[config.mk]
export PLATFORM = sky130hd
export DESIGN_NAME = mdio_slave_top
export DESIGN_NICKNAME = d
export VERILOG_FILES = /design/src/common/mdio_pkg.sv /design/src/logic/mdio_backend.sv /design/src/logic/mdio_reg_file.sv /design/src/logic/mdio_slave_top.sv /design/src/mdio_frontend/mdio_frontend.sv
export SDC_FILE = /design/constraint.sdc
export NUM_CORES = 1
export LEC_CHECK = 0
export BUFFER_PORTS_ARGS = -buffer_cell sky130_fd_sc_hd__buf_2
export CAP_MARGIN = 10
export CORE_AREA = 8 8 237 239
export DETAILED_ROUTE_END_ITERATION = 8
export DIE_AREA = 0 0 245 247
export PLACE_DENSITY_LB_ADDON = 0.05
export RECOVER_POWER = 100
export SYNTH_ARGS = -nofsm -noshare
export SYNTH_HDL_FRONTEND = slang
export SYNTH_HIERARCHICAL = 1
export SYNTH_SLANG_ARGS = --single-unit
[constraint.sdc]
create_clock -name clk_25m -period 9.79 [get_ports clk_25m]
set_input_delay 0.4895 -clock clk_25m [delete_from_list [all_inputs] [get_ports clk_25m]]
set_output_delay 0.4895 -clock clk_25m [all_outputs]
set_load 0.03 [all_outputs]
[src/common/mdio_pkg.sv]
// -------------------------------------------------------------------------
// shared definitions for the mdio slave
// frame union with clause 22 / clause 45 views, strap config struct,
// start codes, opcodes, frontend state codes and mmd constants
// -------------------------------------------------------------------------
`default_nettype none

package mdio_pkg;

    // clause 22 view of a captured frame, msb is the first bit on the wire
    typedef struct packed {
        logic [1:0]  start;
        logic [1:0]  op;
        logic [4:0]  phy_addr;
        logic [4:0]  reg_addr;
        logic [1:0]  turnaround;
        logic [15:0] data;
    } mdio_c22_t;

    typedef struct packed {
        logic [1:0]  start;
        logic [1:0]  op;
        logic [4:0]  port_addr;
        logic [4:0]  dev_addr;
        logic [1:0]  turnaround;
        logic [15:0] data;        // register address or register value
    } mdio_c45_t;

    typedef union packed {
        mdio_c22_t c22;
        mdio_c45_t c45;
    } mdio_frame_u;

    // static straps and configuration
    typedef struct packed {
        logic [4:0] legal_phy_addr;
        logic [4:0] legal_phy_addr_mask;
        logic [4:0] broadcast_addr;
        logic       broadcast_mode;
        logic       non_zero_detect;
        logic       opendrain_mode;
        logic       enable;
    } mdio_cfg_t;

    localparam logic [1:0] START_C22 = 2'b01;
    localparam logic [1:0] START_C45 = 2'b00;

    localparam logic [1:0] OP_C22_WRITE    = 2'b01;
    localparam logic [1:0] OP_C22_READ     = 2'b10;
    localparam logic [1:0] OP_C45_ADDR     = 2'b00;
    localparam logic [1:0] OP_C45_WRITE    = 2'b01;
    localparam logic [1:0] OP_C45_READ_INC = 2'b10;
    localparam logic [1:0] OP_C45_READ     = 2'b11;

    // frontend fsm
    localparam logic [1:0] FE_IDLE = 2'd0;
    localparam logic [1:0] FE_ST   = 2'd1;
    localparam logic [1:0] FE_RX   = 2'd2;
    localparam logic [1:0] FE_TX   = 2'd3;

    localparam logic [4:0]  MMD_DEVAD     = 5'd1;        // only supported mmd
    localparam logic [15:0] UNMAPPED_DATA = 16'hffff;

endpackage

`default_nettype wire

[src/logic/mdio_backend.sv]
// -------------------------------------------------------------------------
// mdio backend
// clause 22 / clause 45 frame decode, clause 45 address register,
// read response and register file write strobes
// -------------------------------------------------------------------------
`timescale 1ns/1ps
`default_nettype none

module mdio_backend
(
    input  logic                   clk_25m,
    input  logic                   rst_n,
    input  logic                   enable,
    input  mdio_pkg::mdio_frame_u  rx_frame,
    input  logic                   info_done,
    input  logic                   data_done,
    input  logic [15:0]            rd_data,
    output logic [15:0]            resp_rdata,
    output logic                   resp_ready,
    output logic                   wr_en,
    output logic [4:0]             addr,
    output logic [15:0]            wr_data
);

    logic        is_c22;
    logic        dev_ok;
    logic        wr_req;
    logic [15:0] c45_addr;
    logic [4:0]  rd_addr;
    logic [4:0]  wr_addr;
    logic [4:0]  clr_ptr;
    logic        clr_pend;

    assign is_c22 = rx_frame.c22.start == mdio_pkg::START_C22;
    assign dev_ok = (rx_frame.c45.start == mdio_pkg::START_C45) &&
                    (rx_frame.c45.dev_addr == mdio_pkg::MMD_DEVAD);

    assign rd_addr = is_c22 ? rx_frame.c22.reg_addr : c45_addr[4:0];  // above 31 wraps
    assign addr    = wr_en ? wr_addr : rd_addr;

    assign wr_req = data_done &&
                    ((is_c22 && rx_frame.c22.op == mdio_pkg::OP_C22_WRITE) ||
                     (dev_ok && rx_frame.c45.op == mdio_pkg::OP_C45_WRITE));

    // ---------------------------------------------------------------------
    // read response, frontend already decided this frame is a read
    // ---------------------------------------------------------------------
    always_ff @(posedge clk_25m or negedge rst_n)
    begin
        if (!rst_n)
            resp_ready <= 1'b0;
        else if (!enable)
            resp_ready <= 1'b0;
        else
            resp_ready <= info_done && rx_frame.c22.op[1];
    end

    always_ff @(posedge clk_25m)
    begin
        if (info_done)
            resp_rdata <= (is_c22 || dev_ok) ? rd_data : mdio_pkg::UNMAPPED_DATA;
    end

    // clause 45 address register of the one mmd
    always_ff @(posedge clk_25m or negedge rst_n)
    begin
        if (!rst_n)
            c45_addr <= 16'd0;
        else if (!enable)
            c45_addr <= 16'd0;
        else if (data_done && dev_ok)
        begin
            if (rx_frame.c45.op == mdio_pkg::OP_C45_ADDR)
                c45_addr <= rx_frame.c45.data;
            else if (rx_frame.c45.op == mdio_pkg::OP_C45_READ_INC)
                c45_addr <= c45_addr + 16'd1;      // after the read is done
        end
    end

    // ---------------------------------------------------------------------
    // write strobe, plus a zero sweep of all registers after enable returns
    // ---------------------------------------------------------------------
    always_ff @(posedge clk_25m or negedge rst_n)
    begin
        if (!rst_n)
        begin
            wr_en    <= 1'b0;
            clr_pend <= 1'b0;
            clr_ptr  <= 5'd0;
        end
        else if (!enable)
        begin
            wr_en    <= 1'b0;
            clr_pend <= 1'b1;
            clr_ptr  <= 5'd0;
        end
        else if (clr_pend)
        begin
            wr_en    <= 1'b1;
            clr_ptr  <= clr_ptr + 5'd1;
            clr_pend <= clr_ptr != 5'd31;
        end
        else
            wr_en <= wr_req;
    end

    always_ff @(posedge clk_25m)
    begin
        if (clr_pend)
        begin
            wr_addr <= clr_ptr;
            wr_data <= 16'd0;
        end
        else if (wr_req)
        begin
            wr_addr <= rd_addr;
            wr_data <= rx_frame.c22.data;
        end
    end

endmodule

`default_nettype wire

[src/logic/mdio_reg_file.sv]
// -------------------------------------------------------------------------
// 32 x 16 register array, synchronous write, combinational read
// -------------------------------------------------------------------------
`timescale 1ns/1ps
`default_nettype none

module mdio_reg_file
(
    input  logic        clk_25m,
    input  logic        rst_n,
    input  logic        wr_en,
    input  logic [4:0]  addr,
    input  logic [15:0] wr_data,
    output logic [15:0] rd_data
);

    logic [15:0] regs [32];

    always_ff @(posedge clk_25m or negedge rst_n)
    begin
        if (!rst_n)
        begin
            for (int i = 0; i < 32; i++)
                regs[i] <= 16'd0;      // all registers read 0 after reset
        end
        else if (wr_en)
            regs[addr] <= wr_data;
    end

    assign rd_data = regs[addr];

endmodule

`default_nettype wire

[src/logic/mdio_slave_top.sv]
// -------------------------------------------------------------------------
// mdio slave top level
// frontend, backend and register file
// -------------------------------------------------------------------------
`timescale 1ns/1ps
`default_nettype none

module mdio_slave_top
(
    input  logic                 clk_25m,
    input  logic                 rst_n,
    input  logic                 mdc,
    input  logic                 mdio_in,
    input  mdio_pkg::mdio_cfg_t  cfg,
    output logic                 mdio_out,
    output logic                 mdio_oe
);

    mdio_pkg::mdio_frame_u rx_frame;
    logic                  info_done;
    logic                  data_done;
    logic [15:0]           resp_rdata;
    logic                  resp_ready;
    logic                  wr_en;
    logic [4:0]            addr;
    logic [15:0]           wr_data;
    logic [15:0]           rd_data;

    mdio_frontend u_frontend
    (
        .clk_25m    (clk_25m),
        .rst_n      (rst_n),
        .mdc        (mdc),
        .mdio_in    (mdio_in),
        .cfg        (cfg),
        .resp_rdata (resp_rdata),
        .resp_ready (resp_ready),
        .mdio_out   (mdio_out),
        .mdio_oe    (mdio_oe),
        .rx_frame   (rx_frame),
        .info_done  (info_done),
        .data_done  (data_done)
    );

    mdio_backend u_backend
    (
        .clk_25m    (clk_25m),
        .rst_n      (rst_n),
        .enable     (cfg.enable),
        .rx_frame   (rx_frame),
        .info_done  (info_done),
        .data_done  (data_done),
        .rd_data    (rd_data),
        .resp_rdata (resp_rdata),
        .resp_ready (resp_ready),
        .wr_en      (wr_en),
        .addr       (addr),
        .wr_data    (wr_data)
    );

    mdio_reg_file u_reg_file
    (
        .clk_25m (clk_25m),
        .rst_n   (rst_n),
        .wr_en   (wr_en),
        .addr    (addr),
        .wr_data (wr_data),
        .rd_data (rd_data)
    );

endmodule

`default_nettype wire

[src/mdio_frontend/mdio_frontend.sv]
// -------------------------------------------------------------------------
// mdio frontend in the clk_25m domain
// pin synchronisers and glitch filter, frame fsm, phy address check
// and serial read-data driver
// -------------------------------------------------------------------------
`timescale 1ns/1ps
`default_nettype none

module mdio_frontend
(
    input  logic                   clk_25m,
    input  logic                   rst_n,
    input  logic                   mdc,           // at most 2.5 MHz
    input  logic                   mdio_in,
    input  mdio_pkg::mdio_cfg_t    cfg,
    input  logic [15:0]            resp_rdata,
    input  logic                   resp_ready,
    output logic                   mdio_out,
    output logic                   mdio_oe,
    output mdio_pkg::mdio_frame_u  rx_frame,
    output logic                   info_done,
    output logic                   data_done
);

    // bit 1 is mdc, bit 0 is mdio
    logic [1:0] pin_s0;
    logic [1:0] pin_s1;
    logic [1:0] pin_s2;
    logic [1:0] pin_filt;
    logic [1:0] flt_take;
    logic       mdc_filt_r;
    logic       mdc_pos;
    logic       mdc_neg;
    logic       mdc_pos_pre;
    logic       mdio_filt;
    logic       mdio_neg_flag;

    logic [1:0] state;
    logic [1:0] next_state;
    logic [4:0] count;

    logic       phyaddr_done;
    logic       phyaddr_done_r;
    logic [4:0] phy_addr;
    logic [4:0] true_addr;
    logic       latch_done;
    logic       legal;

    logic [15:0] tx_data;
    logic        shift_en;
    logic        oe_tmp;
    logic        out_tmp;

    // ---------------------------------------------------------------------
    // synchroniser and one-sample glitch filter
    // ---------------------------------------------------------------------
    assign flt_take = (pin_s1 ^ pin_s2) & (pin_s2 ^ pin_filt);

    always_ff @(posedge clk_25m or negedge rst_n)
    begin
        if (!rst_n)
        begin
            pin_s0     <= 2'b11;
            pin_s1     <= 2'b11;
            pin_s2     <= 2'b11;
            pin_filt   <= 2'b11;
            mdc_filt_r <= 1'b1;
        end
        else
        begin
            pin_s0     <= {mdc, mdio_in};
            pin_s1     <= pin_s0;
            pin_s2     <= pin_s1;
            pin_filt   <= (flt_take & pin_s1) | (~flt_take & pin_s2);
            mdc_filt_r <= pin_filt[1];
        end
    end

    assign mdio_filt   = pin_filt[0];
    assign mdc_pos     = ~mdc_filt_r & pin_filt[1];
    assign mdc_neg     = mdc_filt_r & ~pin_filt[1];
    assign mdc_pos_pre = pin_s2[1] & pin_s1[1] & ~pin_filt[1];   // one cycle before mdc_pos

    // a start needs a real falling edge, so a line stuck low stays idle
    always_ff @(posedge clk_25m or negedge rst_n)
    begin
        if (!rst_n)
            mdio_neg_flag <= 1'b0;
        else if (!cfg.enable || state != mdio_pkg::FE_IDLE)
            mdio_neg_flag <= 1'b0;
        else if (pin_s2[0] & pin_s1[0] & ~mdio_filt)
            mdio_neg_flag <= 1'b0;
        else if (~pin_s2[0] & ~pin_s1[0] & mdio_filt)
            mdio_neg_flag <= 1'b1;
    end

    // ---------------------------------------------------------------------
    // frame fsm and capture
    // ---------------------------------------------------------------------
    always_ff @(posedge clk_25m or negedge rst_n)
    begin
        if (!rst_n)
            state <= mdio_pkg::FE_IDLE;
        else if (!cfg.enable)
            state <= mdio_pkg::FE_IDLE;
        else
            state <= next_state;
    end

    always_comb
    begin
        next_state = state;
        case (state)
            mdio_pkg::FE_IDLE:
                if (mdio_neg_flag && mdc_pos_pre)
                    next_state = mdio_pkg::FE_ST;
            mdio_pkg::FE_ST:
                if (count == 5'd9 && mdc_neg)
                    next_state = mdio_pkg::FE_RX;
            mdio_pkg::FE_RX, mdio_pkg::FE_TX:
                // op[1] set means a read in both clauses
                if (state == mdio_pkg::FE_RX && count == 5'd14 &&
                    rx_frame.c22.op[1] && legal)
                    next_state = mdio_pkg::FE_TX;
                else if (count == 5'd0 && mdc_pos)
                    next_state = mdio_filt ? mdio_pkg::FE_IDLE : mdio_pkg::FE_ST;
            default:
                next_state = mdio_pkg::FE_IDLE;
        endcase
    end

    always_ff @(posedge clk_25m or negedge rst_n)
    begin
        if (!rst_n)
            count <= 5'd0;
        else if (!cfg.enable || state == mdio_pkg::FE_IDLE)
            count <= 5'd0;
        else if (mdc_neg)
            count <= count + 5'd1;     // wraps after bit 31
    end

    // idle pattern already holds the 0 of the first start bit
    always_ff @(posedge clk_25m or negedge rst_n)
    begin
        if (!rst_n)
            rx_frame <= 32'h7fff_ffff;
        else if (!cfg.enable || state == mdio_pkg::FE_IDLE)
            rx_frame <= 32'h7fff_ffff;
        else if (mdc_pos)
            rx_frame[5'd31 - count] <= mdio_filt;
    end

    always_ff @(posedge clk_25m or negedge rst_n)
    begin
        if (!rst_n)
        begin
            phyaddr_done   <= 1'b0;
            phyaddr_done_r <= 1'b0;
            info_done      <= 1'b0;
            data_done      <= 1'b0;
        end
        else
        begin
            phyaddr_done   <= (count == 5'd8) && mdc_pos;
            phyaddr_done_r <= phyaddr_done;
            info_done      <= legal && (count == 5'd13) && mdc_pos;
            data_done      <= legal && (count == 5'd31) && mdc_pos;
        end
    end

    // ---------------------------------------------------------------------
    // phy address check
    // ---------------------------------------------------------------------
    always_ff @(posedge clk_25m or negedge rst_n)
    begin
        if (!rst_n)
            phy_addr <= 5'd0;
        else if (!cfg.enable)
            phy_addr <= 5'd0;
        else if (phyaddr_done)
            phy_addr <= rx_frame.c22.phy_addr;
    end

    // zero strap with non_zero_detect takes the first address seen
    always_ff @(posedge clk_25m or negedge rst_n)
    begin
        if (!rst_n)
        begin
            true_addr  <= 5'd0;
            latch_done <= 1'b0;
        end
        else if (cfg.non_zero_detect && cfg.legal_phy_addr == 5'd0)
        begin
            if (phyaddr_done_r && !latch_done)
            begin
                true_addr  <= phy_addr;
                latch_done <= 1'b1;
            end
        end
        else
            true_addr <= cfg.legal_phy_addr;
    end

    assign legal = ((phy_addr & cfg.legal_phy_addr_mask) ==
                    (true_addr & cfg.legal_phy_addr_mask)) ||
                   (cfg.broadcast_mode && phy_addr == cfg.broadcast_addr);

    // ---------------------------------------------------------------------
    // read data driver
    // ---------------------------------------------------------------------
    always_ff @(posedge clk_25m)
    begin
        if (resp_ready)
            tx_data <= resp_rdata;
        else if (shift_en && mdc_pos)
            tx_data <= {tx_data[14:0], 1'b0};
    end

    always_ff @(posedge clk_25m or negedge rst_n)
    begin
        if (!rst_n)
        begin
            shift_en <= 1'b0;
            oe_tmp   <= 1'b0;
            out_tmp  <= 1'b0;
        end
        else if (state != mdio_pkg::FE_TX)
        begin
            shift_en <= 1'b0;
            oe_tmp   <= 1'b0;
            out_tmp  <= 1'b0;
        end
        else
        begin
            if (count == 5'd15 && mdc_pos_pre)
                shift_en <= 1'b1;
            else if (count == 5'd30 && mdc_pos_pre)
                shift_en <= 1'b0;
            if (count == 5'd14 && mdc_pos)
                oe_tmp <= 1'b1;        // second turnaround bit
            else if (count == 5'd31 && mdc_pos_pre)
                oe_tmp <= 1'b0;
            if (mdc_pos)
                out_tmp <= (count == 5'd14) ? 1'b0 : tx_data[15];
        end
    end

    always_ff @(posedge clk_25m or negedge rst_n)
    begin
        if (!rst_n)
        begin
            mdio_oe  <= 1'b0;
            mdio_out <= 1'b0;
        end
        else if (!cfg.enable)
        begin
            mdio_oe  <= 1'b0;
            mdio_out <= 1'b0;
        end
        else
        begin
            mdio_out <= out_tmp;
            mdio_oe  <= cfg.opendrain_mode ? (oe_tmp & ~out_tmp) : oe_tmp;
        end
    end

endmodule

`default_nettype wire

==> flow_summary.ini <==
[run_status]
run_status = finished, violations left
failed_checks = negative hold slack, max-capacitance violations, max-slew violations

[cells_and_area]
num-fill-cells = 4051
drive_above_1_share_pct = 32.74
design_area_sq_um = 32480
nets = 2230
layout.cells.non_filler = 2937
syn2layout_area_growth_pct = 8.536

[logic_synthesis]
synth_area_sq_um = 29930
synthCells = 2245
post_synth.cell_area_avg_sq_um = 13.33
nets_in_the_synthesized_netlist = 2277
ys.warnings.count = 6

[route]
route.detailed.drc = 0
drt_iter0_markers = 1325
total_detailed_routing_wirelength_mm = 75.96
dr_total_vias = 18250
first_pass_iters = 7
wire_per_inst_um = 25.86
viasPerCell = 6.215
ant_nets = 0

[worst_setup_path]
crit_path_cell_chain = nor2b_1, mux2i_1, mux2i_4, clkbuf_2, nand3_1, nor3_4, clkbuf_1, mux2_2
critPathKind = reg2reg
cp_data_required_time_ns = 10.26
reg2reg_from = u_frontend/rx_frame[31]
critPathLaunch = u_frontend/rx_frame[31]
critical_path_arrival_ns = 7.79
worst-path-stages = 8
worst-path-max-fanout = 91
cell_type_group_with_the_largest_total_delay_on_the_critical_path = buffers and inverters
r2r.worst_path.cells = 8
endpoint_kind = flip-flop
critPathBufInv = 2
cp-start-kind = flip-flop
critical_path.slowest_cell = clkbuf_2
timing.critical_path.slowest_cell_delay_ns = 2.19

[clock_tree]
cts_made_buffers = 70
tritoncts_clock_tree = done
ctsRootBufferMaster = clkbuf_16
htree_num_levels = 3
cts_max_path_buffers = 3
clock_latency_ns = 0.60
cts_repair_resize_count = 0
post_cts_hold_buffer_count = 2
cts.sink_count = 645
cts_post_setup_buffers_inserted = 0
worst_setup_hold_path_clk_slew_ns = 0.06

[job]
drv_cap = 15

[timing]
clock-skew-final_ns = 0.02115
fin_ws_ns = 2.471
report.final.slew_viol_count = 703
timing.final.crit_share_pct = 74.76
fmaxAchievable_mhz = 136.6
setup_repair_after_global_routing_missed_its_margin = false
period_minus_slack_ns = 7.319
number_of_endpoints_failing_setup_at_the_final_stage = 0
final_hold_viol_count = 19
relSlewSlack_pct = -188.2
fin_setup_tns_ns = 0
timing.hold.ws_ns = -0.04405
timing_worst_slew_pin_value_ns = 4.323

[floorplan]
die_y_um = 247
rows = 84
die_x_um = 245
initial_core_utilization_pct = 57.30
core_area_sq_um = 52240
design.die.area_sq_um = 60520
io-pin-count = 25

[global_routing]
grt_util_all_layers_pct = 25.39
pin_count_of_the_biggest_net_entering_global_routing = 166
grt_pass1_wl_mm = 117.5
grt.overflow.total = 0
grt_pass1_vias = 18910
antenna_violations_before_repair = 1

[hold_path]
hold_path_class = in2async

[pwr]
power_per_cell_area_nw_per_um2 = 174.2
power_w = 0.005658
leakage_nw = 15.80
max-vdd-ir-drop_mv = 0.1877

[placement]
area_post_placement_sq_um = 30290
post-place-ws_ns = 4.371
globalplace.congestion = 0.8262
post-place-cells = 2809
hpwl_mm = 46.14
buffer_ports.inserted = 24
==> state kept, by name, indices dropped and copies added, names as in the netlist, 5 cells and up <==
| signal | count |
|---|---|
| u_backend/c45_addr | 5 |
| u_backend/clr_ptr | 5 |
| u_backend/resp_rdata | 16 |
| u_backend/wr_addr | 5 |
| u_backend/wr_data | 16 |
| u_frontend/count | 5 |
| u_frontend/phy_addr | 5 |
| u_frontend/rx_frame | 30 |
| u_frontend/true_addr | 5 |
| u_frontend/tx_data | 16 |
| u_reg_file/regs | 512 |
==> per-layer routing <==
metal / vias up / global-route usage [%] / part of all wire (%)
li1: 8057 / - / -
met4: 0 / 6.993 / 2.4
met1: 9673 / 36.28 / 47
met2: 415 / 40.27 / 47
met3: 109 / 3.884 / 4.4
met5: - / 0 / 0
==> per-stage QoR <==
| stage | util (%) | hold slack (ns) |
|---|---|---|
| 2_1_floorplan | - | 0.1939 |
| 5_1_grt | 62.19 | 0.05428 |
| 3_3_place_gp | 57.99 | 0.3492 |
| 3_5_place_dp | 57.99 | 0.3468 |
| 6_report | 62.19 | -0.04405 |
| 4_1_cts | 62.58 | 0.02134 |
==> area by class of cell <==
class | count | area (sq um) | share of cell area [%]
inverters | 14 | 52.55 | 0.1618
well taps | 688 | 860.8 | 2.650
multi-input cells | 1401 | 12440 | 38.30
diodes | 1 | 2.502 | 0.007703
clock buffers | 107 | 2145 | 6.602
flip-flops and latches | 645 | 16290 | 50.16
repair buffers | 66 | 459.2 | 1.414
clock inverters | 15 | 229.0 | 0.7049
==> placed cells by master, fill, tap and decap left out, types with 26 or more instances in the layout <==
cell and count:
dfstp_2 32, nor2_1 42, dfrtp_1 554, clkbuf_16 73, clkbuf_1 26, mux2i_1 292
mux2_2 502, nand3_1 55, o22ai_1 128, nand2_1 127, edfxtp_1 37, nor4_1 34
==> final timing paths <==
kind	end	slack (ns)
setup / recovery	u_reg_file/regs[72]	2.47
hold / removal	u_reg_file/regs[120]	-0.04
setup reg to reg	u_reg_file/regs[72]	2.47
hold reg to reg	u_frontend/pin_s1[0]	0.36
max in group asynchronous	u_reg_file/regs[146]	3.72
min in group clk_25m	u_frontend/mdio_oe	0.06
==> where the power goes <==
part | internal, W | total (W) | switching, W
Combinational | 0.0000831 | 0.000248 | 0.000165
Clock | 0.00166 | 0.00271 | 0.00105
Sequential | 0.00269 | 0.00270 | 0.0000101
Total | 0.00444 | 0.00566 | 0.00122
Power figures use the tool's default switching activity.
